<file path="config.mk">
export PLATFORM = sky130hd
export DESIGN_NAME = gteEngine
export DESIGN_NICKNAME = d
export VERILOG_FILES = /design/src/gtePkg.sv /design/src/gteEngine.sv /design/src/gteComputePath.sv /design/src/gteRegFile.sv /design/src/gteMicroRom.sv /design/src/gteSequencer.sv
export SDC_FILE = /design/constraint.sdc
export NUM_CORES = 2
export LEC_CHECK = 0
export ABC_AREA = 1
export BUFFER_PORTS_ARGS = -buffer_cell sky130_fd_sc_hd__buf_2
export CORE_UTILIZATION = 60
export DETAILED_ROUTE_END_ITERATION = 8
export PLACE_DENSITY = 0.85
export SYNTH_ARGS = -nofsm -noshare
export SYNTH_HDL_FRONTEND = slang
export SYNTH_HIERARCHICAL = 1
export SYNTH_SLANG_ARGS = --single-unit
</file>
<file path="constraint.sdc">
create_clock -name i_clk -period 11.8 [get_ports i_clk]
set_clock_uncertainty 0.05 [all_clocks]
set_input_delay 1.77 -clock i_clk [delete_from_list [all_inputs] [get_ports i_clk]]
set_output_delay 1.77 -clock i_clk [all_outputs]
set_load 0.01 [all_outputs]
</file>
<file path="src/gtePkg.sv">
`default_nettype none

package gtePkg;

	// ------------------------------------------------------------------------
	// Widths and arithmetic constants
	// ------------------------------------------------------------------------

	localparam int PcWidth    = 6;       // Microcode address
	localparam int AccWidth   = 48;      // Three products plus TR term
	localparam int FracBits   = 12;      // Shift when sf is set
	localparam int InstrWidth = 25;      // CPU instruction word
	localparam int IrMax      = 32767;   // Upper IR clamp
	localparam int IrMin      = -32768;  // Lower IR clamp when lm is clear
	localparam int ExecLimit  = 8;       // Longest legal busy time in cycles

	// Instruction word bit positions
	localparam int LmBit  = 10;
	localparam int CvLsb  = 13;  // Two bits
	localparam int VecLsb = 15;  // Two bits
	localparam int SfBit  = 19;

	// Microcode ROM layout, one entry per step
	localparam logic [PcWidth-1:0] NopAdr   = 6'd0;
	localparam logic [PcWidth-1:0] MvmvaAdr = 6'd1;  // Lanes 1..3 at 1..3
	localparam logic [PcWidth-1:0] SqrAdr   = 6'd4;  // Lanes 1..3 at 4..6
	localparam logic [PcWidth-1:0] GpfAdr   = 6'd7;  // Lanes 1..3 at 7..9

	typedef logic signed [15:0] tS16;

	// ------------------------------------------------------------------------
	// Enumerations
	// ------------------------------------------------------------------------

	// CPU visible register ids
	typedef enum logic [4:0] {
		VX0, VY0, VZ0,
		VX1, VY1, VZ1,
		IR0, IR1, IR2, IR3,
		MAC1, MAC2, MAC3,
		FLAG,
		R11, R12, R13,
		R21, R22, R23,
		R31, R32, R33,
		TRX, TRY, TRZ
	} eRegId;

	// Low six bits of the instruction, anything else runs as NOP
	typedef enum logic [5:0] {
		NOP   = 6'h00,
		MVMVA = 6'h12,
		SQR   = 6'h28,
		GPF   = 6'h3D
	} eOpcode;

	// Product source for one micro-step
	typedef enum logic [1:0] {
		MATRIX_ROW,  // Rotation row times vector
		SQUARE,      // IRi times IRi
		IR0_SCALE    // IR0 times IRi
	} eTermSel;

	// ------------------------------------------------------------------------
	// Structs between blocks
	// ------------------------------------------------------------------------

	typedef struct packed {
		eTermSel    termSel;
		logic [1:0] lane;     // 1..3
		logic       addTr;    // Add TR when cv permits
		logic       writeEn;
		logic       last;     // Final step of the program
	} sMicroOp;

	typedef struct packed {
		logic       sf;   // Shift result by FracBits
		logic       lm;   // Clamp low at zero
		logic [1:0] cv;   // 0 TR, 3 none
		logic [1:0] vec;  // 0 V0, 1 V1, else IR1..IR3
	} sInstrCtrl;

	typedef struct packed {
		tS16 [2:0]      v0;  // Index 0 is X
		tS16 [2:0]      v1;
		tS16 [3:0]      ir;  // ir[0] is IR0
		tS16 [2:0][2:0] rt;  // rt[row][col], rt[0][0] is R11
		tS16 [2:0]      tr;
	} sRegView;

	typedef struct packed {
		logic               en;
		logic [1:0]         lane;
		logic signed [31:0] mac;
		tS16                ir;
		logic               sat;   // IR was clamped
	} sWriteBack;

endpackage

`default_nettype wire
</file>
<file path="src/gteEngine.sv">
`timescale 1ns/100ps
`default_nettype none

module gteEngine (
	input  wire                          i_clk,
	input  wire                          i_rst,
	input  wire gtePkg::eRegId           i_regId,
	input  wire                          i_writeReg,
	input  wire [31:0]                   i_dataIn,
	output wire [31:0]                   o_dataOut,
	input  wire [gtePkg::InstrWidth-1:0] i_instruction,
	input  wire                          i_run,       // One-cycle strobe
	output wire                          o_executing
);
	import gtePkg::*;

	logic [PcWidth-1:0] pc;
	logic [PcWidth-1:0] startAdr;
	sMicroOp            microOp;    // ROM word at pc
	sMicroOp            step;       // Same word, gated by busy
	sInstrCtrl          instrCtrl;
	sRegView            regView;
	sWriteBack          wb;
	logic               load;       // Clears FLAG too

	gteSequencer u_sequencer (
		.i_clk         (i_clk),
		.i_rst         (i_rst),
		.i_run         (i_run),
		.i_instruction (i_instruction),
		.i_startAdr    (startAdr),
		.i_microOp     (microOp),
		.o_pc          (pc),
		.o_step        (step),
		.o_instrCtrl   (instrCtrl),
		.o_load        (load),
		.o_executing   (o_executing)
	);

	gteMicroRom u_microRom (
		.i_opcode   (eOpcode'(i_instruction[5:0])),
		.i_pc       (pc),
		.o_startAdr (startAdr),
		.o_microOp  (microOp)
	);

	gteComputePath u_computePath (
		.i_clk       (i_clk),
		.i_rst       (i_rst),
		.i_step      (step),
		.i_instrCtrl (instrCtrl),
		.i_regs      (regView),
		.o_wb        (wb)
	);

	gteRegFile u_regFile (
		.i_clk      (i_clk),
		.i_rst      (i_rst),
		.i_regId    (i_regId),
		.i_writeReg (i_writeReg),
		.i_dataIn   (i_dataIn),
		.i_wb       (wb),
		.i_load     (load),
		.o_dataOut  (o_dataOut),
		.o_regs     (regView)
	);

endmodule

`default_nettype wire

</file>
<file path="src/gteComputePath.sv">
`timescale 1ns/100ps
`default_nettype none

module gteComputePath (
	input  wire                    i_clk,
	input  wire                    i_rst,
	input  wire gtePkg::sMicroOp   i_step,
	input  wire gtePkg::sInstrCtrl i_instrCtrl,
	input  wire gtePkg::sRegView   i_regs,
	output gtePkg::sWriteBack      o_wb
);
	import gtePkg::*;

	logic [1:0]                 laneIdx;   // Zero based row select
	tS16 [2:0]                  liveVec;
	tS16 [2:0]                  heldVec;
	tS16 [2:0]                  opVec;
	tS16                        opA [3];
	tS16                        opB [3];
	logic signed [AccWidth-1:0] prod [3];
	logic signed [AccWidth-1:0] trTerm;
	logic signed [AccWidth-1:0] sum;
	logic signed [AccWidth-1:0] shifted;
	logic signed [31:0]         mac;
	logic signed [31:0]         lowBound;
	tS16                        irSat;
	logic                       sat;
	sWriteBack                  wbQ;

	// ------------------------------------------------------------------------
	// Operand selection
	// ------------------------------------------------------------------------

	assign laneIdx = (i_step.lane == 2'd0) ? 2'd0 : i_step.lane - 2'd1;

	always_comb begin
		case (i_instrCtrl.vec)
			2'd0:    liveVec = i_regs.v0;
			2'd1:    liveVec = i_regs.v1;
			default: liveVec = i_regs.ir[3:1];  // IR1..IR3 as a vector
		endcase
	end

	// IR vector is rewritten while MVMVA runs, so lanes 2 and 3 use the
	// copy taken on lane 1
	always_ff @(posedge i_clk) begin
		if (i_step.writeEn && i_step.lane == 2'd1) begin
			heldVec <= liveVec;
		end
	end

	assign opVec = (i_step.lane == 2'd1) ? liveVec : heldVec;

	always_comb begin
		for (int j = 0; j < 3; j++) begin
			opA[j] = '0;
			opB[j] = '0;
		end
		case (i_step.termSel)
			MATRIX_ROW: begin
				for (int j = 0; j < 3; j++) begin
					opA[j] = i_regs.rt[laneIdx][j];
					opB[j] = opVec[j];
				end
			end
			SQUARE: begin
				opA[0] = i_regs.ir[i_step.lane];
				opB[0] = i_regs.ir[i_step.lane];
			end
			IR0_SCALE: begin
				opA[0] = i_regs.ir[0];
				opB[0] = i_regs.ir[i_step.lane];
			end
			default: ;  // Zero operands
		endcase
	end

	// ------------------------------------------------------------------------
	// Sum, shift, saturate
	// ------------------------------------------------------------------------

	always_comb begin
		for (int j = 0; j < 3; j++) begin
			prod[j] = opA[j] * opB[j];  // Signed, extended to AccWidth
		end
		trTerm = $signed(i_regs.tr[laneIdx]);
		trTerm = trTerm <<< FracBits;  // TR sits at the product's scale
		if (!(i_step.addTr && i_instrCtrl.cv == 2'd0)) begin
			trTerm = '0;
		end
		sum     = prod[0] + prod[1] + prod[2] + trTerm;
		shifted = i_instrCtrl.sf ? (sum >>> FracBits) : sum;
		mac     = shifted[31:0];  // MAC keeps the low 32 bits
	end

	always_comb begin
		lowBound = i_instrCtrl.lm ? 32'sd0 : IrMin;
		if (mac > IrMax) begin
			irSat = tS16'(IrMax);
			sat   = 1'b1;
		end else if (mac < lowBound) begin
			irSat = tS16'(lowBound);
			sat   = 1'b1;
		end else begin
			irSat = mac[15:0];
			sat   = 1'b0;
		end
	end

	// Single pipeline stage towards the register file
	always_ff @(posedge i_clk) begin
		if (i_rst) begin
			wbQ.en <= 1'b0;
		end else begin
			wbQ.en   <= i_step.writeEn;
			wbQ.lane <= i_step.lane;
			wbQ.mac  <= mac;
			wbQ.ir   <= irSat;
			wbQ.sat  <= sat;
		end
	end

	assign o_wb = wbQ;

	// Every engine write-back targets one of lanes 1..3
	wbLaneValid: assert property (
		@(posedge i_clk) disable iff (i_rst)
		o_wb.en |-> o_wb.lane != 2'd0
	) else $error("Write-back with lane 0");

endmodule

`default_nettype wire

</file>
<file path="src/gteRegFile.sv">
`timescale 1ns/100ps
`default_nettype none

module gteRegFile (
	input  wire                    i_clk,
	input  wire                    i_rst,
	input  wire gtePkg::eRegId     i_regId,
	input  wire                    i_writeReg,
	input  wire [31:0]             i_dataIn,
	input  wire gtePkg::sWriteBack i_wb,
	input  wire                    i_load,
	output logic [31:0]            o_dataOut,
	output gtePkg::sRegView        o_regs
);
	import gtePkg::*;

	sRegView            regQ;
	logic signed [31:0] macQ [1:3];
	logic [3:1]         flagQ;     // flagQ[i] is FLAG bit i-1
	tS16                cpuHalf;

	function automatic logic [31:0] sext16(input logic [15:0] v);
		return {{16{v[15]}}, v};
	endfunction

	assign cpuHalf = i_dataIn[15:0];  // 16-bit registers keep the low half

	// ------------------------------------------------------------------------
	// Write side, CPU first then engine so the engine wins a collision
	// ------------------------------------------------------------------------

	always_ff @(posedge i_clk) begin
		if (i_rst) begin
			regQ  <= '0;
			flagQ <= '0;
			for (int i = 1; i <= 3; i++) begin
				macQ[i] <= '0;
			end
		end else begin
			if (i_writeReg) begin
				case (i_regId)
					VX0:  regQ.v0[0] <= cpuHalf;
					VY0:  regQ.v0[1] <= cpuHalf;
					VZ0:  regQ.v0[2] <= cpuHalf;
					VX1:  regQ.v1[0] <= cpuHalf;
					VY1:  regQ.v1[1] <= cpuHalf;
					VZ1:  regQ.v1[2] <= cpuHalf;
					IR0:  regQ.ir[0] <= cpuHalf;
					IR1:  regQ.ir[1] <= cpuHalf;
					IR2:  regQ.ir[2] <= cpuHalf;
					IR3:  regQ.ir[3] <= cpuHalf;
					MAC1: macQ[1] <= i_dataIn;   // Full width
					MAC2: macQ[2] <= i_dataIn;
					MAC3: macQ[3] <= i_dataIn;
					FLAG: flagQ <= i_dataIn[2:0];
					R11:  regQ.rt[0][0] <= cpuHalf;
					R12:  regQ.rt[0][1] <= cpuHalf;
					R13:  regQ.rt[0][2] <= cpuHalf;
					R21:  regQ.rt[1][0] <= cpuHalf;
					R22:  regQ.rt[1][1] <= cpuHalf;
					R23:  regQ.rt[1][2] <= cpuHalf;
					R31:  regQ.rt[2][0] <= cpuHalf;
					R32:  regQ.rt[2][1] <= cpuHalf;
					R33:  regQ.rt[2][2] <= cpuHalf;
					TRX:  regQ.tr[0] <= cpuHalf;
					TRY:  regQ.tr[1] <= cpuHalf;
					TRZ:  regQ.tr[2] <= cpuHalf;
					default: ;
				endcase
			end
			if (i_wb.en) begin
				macQ[i_wb.lane]    <= i_wb.mac;
				regQ.ir[i_wb.lane] <= i_wb.ir;
				if (i_wb.sat) begin
					flagQ[i_wb.lane] <= 1'b1;  // Sticky until next load
				end
			end
			if (i_load) begin
				flagQ <= '0;  // New instruction starts with a clean FLAG
			end
		end
	end

	// ------------------------------------------------------------------------
	// Read side, combinational
	// ------------------------------------------------------------------------

	always_comb begin
		case (i_regId)
			VX0:     o_dataOut = sext16(regQ.v0[0]);
			VY0:     o_dataOut = sext16(regQ.v0[1]);
			VZ0:     o_dataOut = sext16(regQ.v0[2]);
			VX1:     o_dataOut = sext16(regQ.v1[0]);
			VY1:     o_dataOut = sext16(regQ.v1[1]);
			VZ1:     o_dataOut = sext16(regQ.v1[2]);
			IR0:     o_dataOut = sext16(regQ.ir[0]);
			IR1:     o_dataOut = sext16(regQ.ir[1]);
			IR2:     o_dataOut = sext16(regQ.ir[2]);
			IR3:     o_dataOut = sext16(regQ.ir[3]);
			MAC1:    o_dataOut = macQ[1];
			MAC2:    o_dataOut = macQ[2];
			MAC3:    o_dataOut = macQ[3];
			FLAG:    o_dataOut = {29'd0, flagQ};
			R11:     o_dataOut = sext16(regQ.rt[0][0]);
			R12:     o_dataOut = sext16(regQ.rt[0][1]);
			R13:     o_dataOut = sext16(regQ.rt[0][2]);
			R21:     o_dataOut = sext16(regQ.rt[1][0]);
			R22:     o_dataOut = sext16(regQ.rt[1][1]);
			R23:     o_dataOut = sext16(regQ.rt[1][2]);
			R31:     o_dataOut = sext16(regQ.rt[2][0]);
			R32:     o_dataOut = sext16(regQ.rt[2][1]);
			R33:     o_dataOut = sext16(regQ.rt[2][2]);
			TRX:     o_dataOut = sext16(regQ.tr[0]);
			TRY:     o_dataOut = sext16(regQ.tr[1]);
			TRZ:     o_dataOut = sext16(regQ.tr[2]);
			default: o_dataOut = '0;
		endcase
	end

	assign o_regs = regQ;

endmodule

`default_nettype wire

</file>
<file path="src/gteMicroRom.sv">
`timescale 1ns/100ps
`default_nettype none

module gteMicroRom (
	input  wire gtePkg::eOpcode         i_opcode,
	input  wire [gtePkg::PcWidth-1:0]   i_pc,
	output logic [gtePkg::PcWidth-1:0]  o_startAdr,
	output gtePkg::sMicroOp             o_microOp
);
	import gtePkg::*;

	// Builds one ROM word
	function automatic sMicroOp uop(
		input eTermSel    termSel,
		input logic [1:0] lane,
		input logic       addTr,
		input logic       writeEn,
		input logic       last
	);
		sMicroOp op;
		op.termSel = termSel;
		op.lane    = lane;
		op.addTr   = addTr;
		op.writeEn = writeEn;
		op.last    = last;
		return op;
	endfunction

	// ------------------------------------------------------------------------
	// Start address per opcode
	// ------------------------------------------------------------------------

	always_comb begin
		case (i_opcode)
			MVMVA:   o_startAdr = MvmvaAdr;
			SQR:     o_startAdr = SqrAdr;
			GPF:     o_startAdr = GpfAdr;
			default: o_startAdr = NopAdr;  // NOP and every unknown code
		endcase
	end

	// ------------------------------------------------------------------------
	// Micro-op ROM
	// ------------------------------------------------------------------------

	always_comb begin
		case (i_pc)
			// Single step, nothing written
			NopAdr:           o_microOp = uop(MATRIX_ROW, 2'd1, 1'b0, 1'b0, 1'b1);

			// MVMVA, row i of R times vector, TR gated later by cv
			MvmvaAdr:         o_microOp = uop(MATRIX_ROW, 2'd1, 1'b1, 1'b1, 1'b0);
			MvmvaAdr + 6'd1:  o_microOp = uop(MATRIX_ROW, 2'd2, 1'b1, 1'b1, 1'b0);
			MvmvaAdr + 6'd2:  o_microOp = uop(MATRIX_ROW, 2'd3, 1'b1, 1'b1, 1'b1);

			// SQR
			SqrAdr:           o_microOp = uop(SQUARE, 2'd1, 1'b0, 1'b1, 1'b0);
			SqrAdr + 6'd1:    o_microOp = uop(SQUARE, 2'd2, 1'b0, 1'b1, 1'b0);
			SqrAdr + 6'd2:    o_microOp = uop(SQUARE, 2'd3, 1'b0, 1'b1, 1'b1);

			// GPF
			GpfAdr:           o_microOp = uop(IR0_SCALE, 2'd1, 1'b0, 1'b1, 1'b0);
			GpfAdr + 6'd1:    o_microOp = uop(IR0_SCALE, 2'd2, 1'b0, 1'b1, 1'b0);
			GpfAdr + 6'd2:    o_microOp = uop(IR0_SCALE, 2'd3, 1'b0, 1'b1, 1'b1);

			// Unused space behaves like NOP so a stray PC still terminates
			default:          o_microOp = uop(MATRIX_ROW, 2'd1, 1'b0, 1'b0, 1'b1);
		endcase
	end

endmodule

`default_nettype wire

</file>
<file path="src/gteSequencer.sv">
`timescale 1ns/100ps
`default_nettype none

module gteSequencer (
	input  wire                          i_clk,
	input  wire                          i_rst,
	input  wire                          i_run,
	input  wire [gtePkg::InstrWidth-1:0] i_instruction,
	input  wire [gtePkg::PcWidth-1:0]    i_startAdr,
	input  wire gtePkg::sMicroOp         i_microOp,
	output logic [gtePkg::PcWidth-1:0]   o_pc,
	output gtePkg::sMicroOp              o_step,
	output gtePkg::sInstrCtrl            o_instrCtrl,
	output logic                         o_load,
	output logic                         o_executing
);
	import gtePkg::*;

	logic [PcWidth-1:0] pcQ;
	logic [PcWidth-1:0] pcNext;
	logic               executingQ;
	logic               load;
	sInstrCtrl          ctrlQ;

	// ------------------------------------------------------------------------
	// Next PC
	// ------------------------------------------------------------------------

	assign load = i_run && !executingQ;  // Strobe ignored while busy

	always_comb begin
		if (load) begin
			pcNext = i_startAdr;     // Straight from start table, no extra cycle
		end else if (!executingQ) begin
			pcNext = '0;             // Park on NOP entry
		end else begin
			pcNext = pcQ + 1'b1;
		end
	end

	// ------------------------------------------------------------------------
	// PC, field latch and busy flag
	// ------------------------------------------------------------------------

	always_ff @(posedge i_clk) begin
		if (i_rst) begin
			pcQ        <= '0;
			executingQ <= 1'b0;
			ctrlQ      <= '0;
		end else begin
			pcQ <= pcNext;
			if (load) begin
				executingQ <= 1'b1;
				ctrlQ.sf   <= i_instruction[SfBit];
				ctrlQ.lm   <= i_instruction[LmBit];
				ctrlQ.cv   <= i_instruction[CvLsb +: 2];
				ctrlQ.vec  <= i_instruction[VecLsb +: 2];
			end else if (i_microOp.last) begin
				executingQ <= 1'b0;  // Drops at the edge ending the last step
			end
		end
	end

	// Outputs
	assign o_pc        = pcQ;
	assign o_step      = executingQ ? i_microOp : '0;  // Idle steps carry no write
	assign o_instrCtrl = ctrlQ;
	assign o_load      = load;
	assign o_executing = executingQ;

	// Every program in the ROM must reach a step marked last
	execBounded: assert property (
		@(posedge i_clk) disable iff (i_rst)
		$rose(executingQ) |-> ##[1:ExecLimit] !executingQ
	) else $error("Sequencer busy longer than %0d cycles", ExecLimit);

endmodule

`default_nettype wire

</file>
* After elaboration in Yosys (flattened, before gate mapping)
Memory sizes are Yosys's and may differ from the RTL's. A register that Yosys moved wholly into a read port is not among the register bits. Index checks and enable logic that the tools add are counted.
Operators by class: $add $sub $neg 5, multiply operators 3, div/mod/pow operators 0, $lt $le $gt $ge 6, equal/unequal tests 32, shift-type cells 0, muxes and demuxes 82, bitwise gates (word level) 4, reduce and logical (&&, ||, !) cells 51
Operators by type and width (count):
- $pmux W32 S26 | 1
- $mux W352 | 2
- $mux W16 | 26
- $mux W32 | 7
- $add A44 B44 Y44 | 3
- $bmux W48 S2 | 1
- $mul A16 B16 Y32 | 3
- $mux W48 | 2
- $pmux W48 S2 | 1
- $bmux W16 S2 | 2
- $bwmux W64 | 1
- $mux W64 | 1
- $eq A5 B5 Y1 const B | 10
- $pmux W16 S3 | 1
- $mux W44 | 1
- $eq A5 B4 Y1 const B | 8
- $reduce_bool A2 Y1 | 20
- $reduce_and A2 Y1 | 18
- $demux W16 S2 | 1
- $gt A32 B16 Y1 const B | 1
- $lt A32 B32 Y1 | 1
- $pmux W16 S2 | 1
- $mux W1 | 21
- $eq A5 B3 Y1 const B | 4
- other kinds (24) | 46
Word-level totals: register bits 468, bits in latches 0, RAM bits 96, bits in read-only memories 112, input bits 66, output and inout bits 33, logic and storage cells 222, memories 2
Memory list:
- (no name shown) | words 16, width 7, rd ports 1, clocked after memory_dff 1, wr ports 0, RTL line gteMicroRom.sv:47 | case (i_pc)
- u_regFile.macQ | words 3, width 32, rd ports 3, clocked after memory_dff 0, wr ports 4, RTL line gteRegFile.sv:18 | logic signed [31:0] macQ [1:3];

* Logic depth before layout (Yosys ltp)
depth after elaboration 15, mapped depth 65, gate-level depth less buffers 63

* Cells and area by module
Netlist, hierarchy kept.
By module, submodules not included:
- gteComputePath | instances 1, cells each 4889, area each 40247.4 µm², seq. area each 2992.9 µm²
- gteRegFile | instances 1, cells each 2805, area each 20931.3 µm², seq. area each 9989.6 µm²
- gteSequencer | instances 1, cells each 86, area each 606.8 µm², seq. area each 260.2 µm²
- gteMicroRom | instances 1, cells each 66, area each 340.3 µm², seq. area each 0.0 µm²

* Worst setup path before layout
OpenSTA, ideal clock, no wires.
path kind reg2reg, from register u_sequencer/o_pc[1] (netlist name), to register u_computePath.wbQ, in the netlist u_computePath/o_wb[7] (data pin), library setup time 251 ps, data arrival time 11077 ps, data required time 11499 ps, slack 422 ps, stages on the path, launching flop included 60, path buffers 3, period minus slack after synthesis 11378 ps, cells stage by stage dfxtp_1 inv_1 ha_1 inv_1 nand3_1 nand2_1 nor2_1 nand2_1 inv_1 buf_4 clkbuf_1 o22ai_1 nor3_2 clkinv_1 nor2_1 inv_1 fa_1 inv_1 [... 24 more ...] nand2_1 nand2_1 nand2_2 nand2_1 ha_1 nand4_1 inv_1 nand2_1 or3_1 a21oi_1 nor2_1 nand2_1 nand2_1 nand2_1 inv_2 buf_4 nand2_1 nand2_2
RTL lines:
- end, declared | RTL line gteComputePath.sv:28 | sWriteBack wbQ;

==> results.cfg <==
[outcome]
status = finished, violations left
violations = design-rule violations

[global_route]
antenna_found_initial = 6
grt_pass1_vias = 55690
grt-ovfl-total = 0
grt_max_degree = 105
grt_usage = 0.427
grt_pass1_wl_mm = 333

[logic_synthesis]
netlist-cell-type-count = 57
synth_edf_count = 195
yosysMostFrequentCell = nand2_1
yosys.area.top_type = fa_1
synth_area_leaders = fa_1, dfxtp_1, edfxtp_1
synth-seq-cells = 564
synth_ff_type = dfxtp_1
ys_top_cells_by_count = nand2_1, inv_1, fa_1
netlist_area_sq_mm = 0.0621
synth_area_per_cell_sq_um = 7.92
synth_top_area_frac = 0.317
yosysSeqAreaShare = 0.213
ys_warn_count = 6
synth-async-reset-ratio = 0
synth_cells = 7846

[floorplanning]
core_area_sq_mm = 0.102
die_w_um = 324
die-area_sq_mm = 0.105
die_h_um = 324
start_util = 0.608
rows = 117
io_pins = 99

[clocking]
cts_buffers = 52
cts_tree = yes
cts_buffer_depth = 3
htree_num_levels = 2
cts_hold_buf = 0
clock_latency_ps = 620
clockRootBuffer = clkbuf_16
cts.sinks = 564
clk_pin_slew_ps = 70

[routing]
num_vias = 57651
wl_per_cell_um = 24.0
detail_route.first_pass.iterations = 9
dr.first_iter.drc_count = 9143
vias_per_cell = 6.09
wl_mm = 227
remaining_drc_errors = 5
ant_nets = 0

[power_and_ir_drop]
swShare = 0.496
seqPwrFrac = 0.168
combPwrFrac = 0.710
ir_drop_mv = 0.534
power_uw = 14300
p_leak_uw = 0.0342
p_per_area_mw_per_mm2 = 208
p_int_uw = 7230
power.share.clock = 0.121
p_switching_uw = 7110

[placement]
io_buffers = 85
place_congestion = 1.07
dp_cells = 9314
dp_hpwl_mm = 175
post-place-ws_ps = 16.9
dpl_cell_area_sq_mm = 0.0660

[critical_path]
cp-end-kind = register
cp.arrival_ps = 11900
critPathMaxStageDelay_ps = 630
worstPathRequired_ps = 12090
rrSetupSlack_ps = 190
reg2regPathDepth = 59
critPathLaunchType = register
crit_top_cell = nand2_1
slowest_stage = fa_1
critical_path_class = reg -> reg
cp_num_cells = 59
crit_family = adder cells
worstPathMaxFanout = 8
timing.critical_path.buf_inv = 20

[timing]
fmax_mhz = 86.1
max_slew_margin = 0.0903
period_needed_ps = 11610
setup_slack_ps = 190
grt_setup_unrepaired = true
hold_slack_ps = 438
finalSetupViolCount = 0
hold_viol_final = 0
post-route-period-util = 0.984
tightest_slew_ps = 1360
drv_slew = 0

[final_layout]
fillers = 8113
drive_gt1_frac = 0.123
final_cells = 9459
fin_area_sq_mm = 0.0691
final_nets = 9325
area_growth_pct = 11.2

[hold_path]
hold_depth = 2
hp-class = reg -> reg

[job]
maxCapViolations = 0
## per-layer routing
metal	vias to the layer above	GRT usage	routed length, um
li1	24622	-	-
met1	27570	0.551	79200
met2	4532	0.611	94400
met3	917	0.165	36100
met4	10	0.249	17100
met5	-	0	132
## flip-flops by register name, summed over array words and instances, names as in the netlist
register,flops
u_computePath/heldVec,48
u_computePath/o_wb,52
u_regFile/flagQ,3
u_regFile/macQ,96
u_regFile/o_regs,352
u_sequencer/o_executing,1
u_sequencer/o_instrCtrl,6
u_sequencer/o_pc,6
## worst register-to-register path, delay by kind of cell, from the launching register on
kind	cells	cell delay [ps]
AOI/OAI and AO/OA	3	440
adders and majority gates	12	5740
buffers and inverters	20	2290
DFF	1	330
and+or+nand+nor	24	2470
## kinds of logic (layout without fill, tap and decap cells)
logic type | count (synthesis) | after routing | share of synthesized area
mux | 1 | 1 | 0.000161
xor+xnor | 16 | 16 | 0.00226
compound gates | 1055 | 1055 | 0.0941
buf+inv | 1953 | 2192 | 0.121
simple gates | 3042 | 3042 | 0.206
fa+ha+maj | 1214 | 1214 | 0.363
other cells | 1 | 7 | 0.0000604
flops | 564 | 564 | 0.213
## timing repair
action,in CTS,in global routing
endpoints found under the setup margin,1,17
endpoints found under the hold margin,0,0
buffers inserted,0,40
resized for setup,1,254
gates cloned,0,5
pin swaps,0,45
## per-stage QoR
| step | setup TNS (ps) | util |
|---|---|---|
| 3_3_place_gp | 0 | 0.646 |
| 4_1_cts | 0 | 0.663 |
| 3_5_place_dp | 0 | 0.646 |
| 2_1_floorplan | 0 | - |
| 5_1_grt | -2820 | 0.676 |
| 6_report | 0 | 0.676 |
## final timing paths
check,end,from
worst max register to register,u_computePath/o_wb[14],u_sequencer/o_pc[0]
worst max-delay path,u_computePath/o_wb[14],u_sequencer/o_pc[0]
worst min-delay path,u_sequencer/o_instrCtrl[3],u_sequencer/o_instrCtrl[3]
worst min register to register,u_sequencer/o_instrCtrl[3],u_sequencer/o_instrCtrl[3]
## area by class of cell
type,instances,area (sq um),share of cell area
diodes,4,10.0,0.000145
clock buffers,75,1480,0.0214
clock inverters,21,215,0.00312
inverters,1546,5890,0.0853
multi-input cells,5331,42200,0.610
flip-flops and latches,564,13200,0.192
well taps,1368,1710,0.0248
repair buffers,548,4350,0.0630
repair inverters,2,11.3,0.000163
## placed cells by master, fill, tap and decap left out, types with 42 or more instances in the layout
| cell type | count |
|---|---|
| clkbuf_16 | 56 |
| o22ai_1 | 135 |
| fa_2 | 42 |
| nand2_1 | 1494 |
| nor2_1 | 800 |
| fa_1 | 941 |
| ha_1 | 213 |
| dfxtp_1 | 366 |
| o211ai_1 | 52 |
| nand2_2 | 63 |
| o21ai_0 | 365 |
| inv_1 | 1475 |
| nand4_1 | 149 |
| edfxtp_1 | 195 |
| nand3_1 | 353 |
| a21oi_1 | 369 |
| buf_4 | 420 |
| buf_2 | 85 |
## power by group through the flow
stage	Clock [uW]	Combinational (uW)	Sequential, uW
after detailed placement	0	9010	2450
after global placement	0	8810	2450
after CTS	1730	9090	2410
final	1740	10200	2420
after floorplan	0	5140	2410
after global routing	1810	11000	2420
Note: power is estimated with default switching activity, not from simulation.
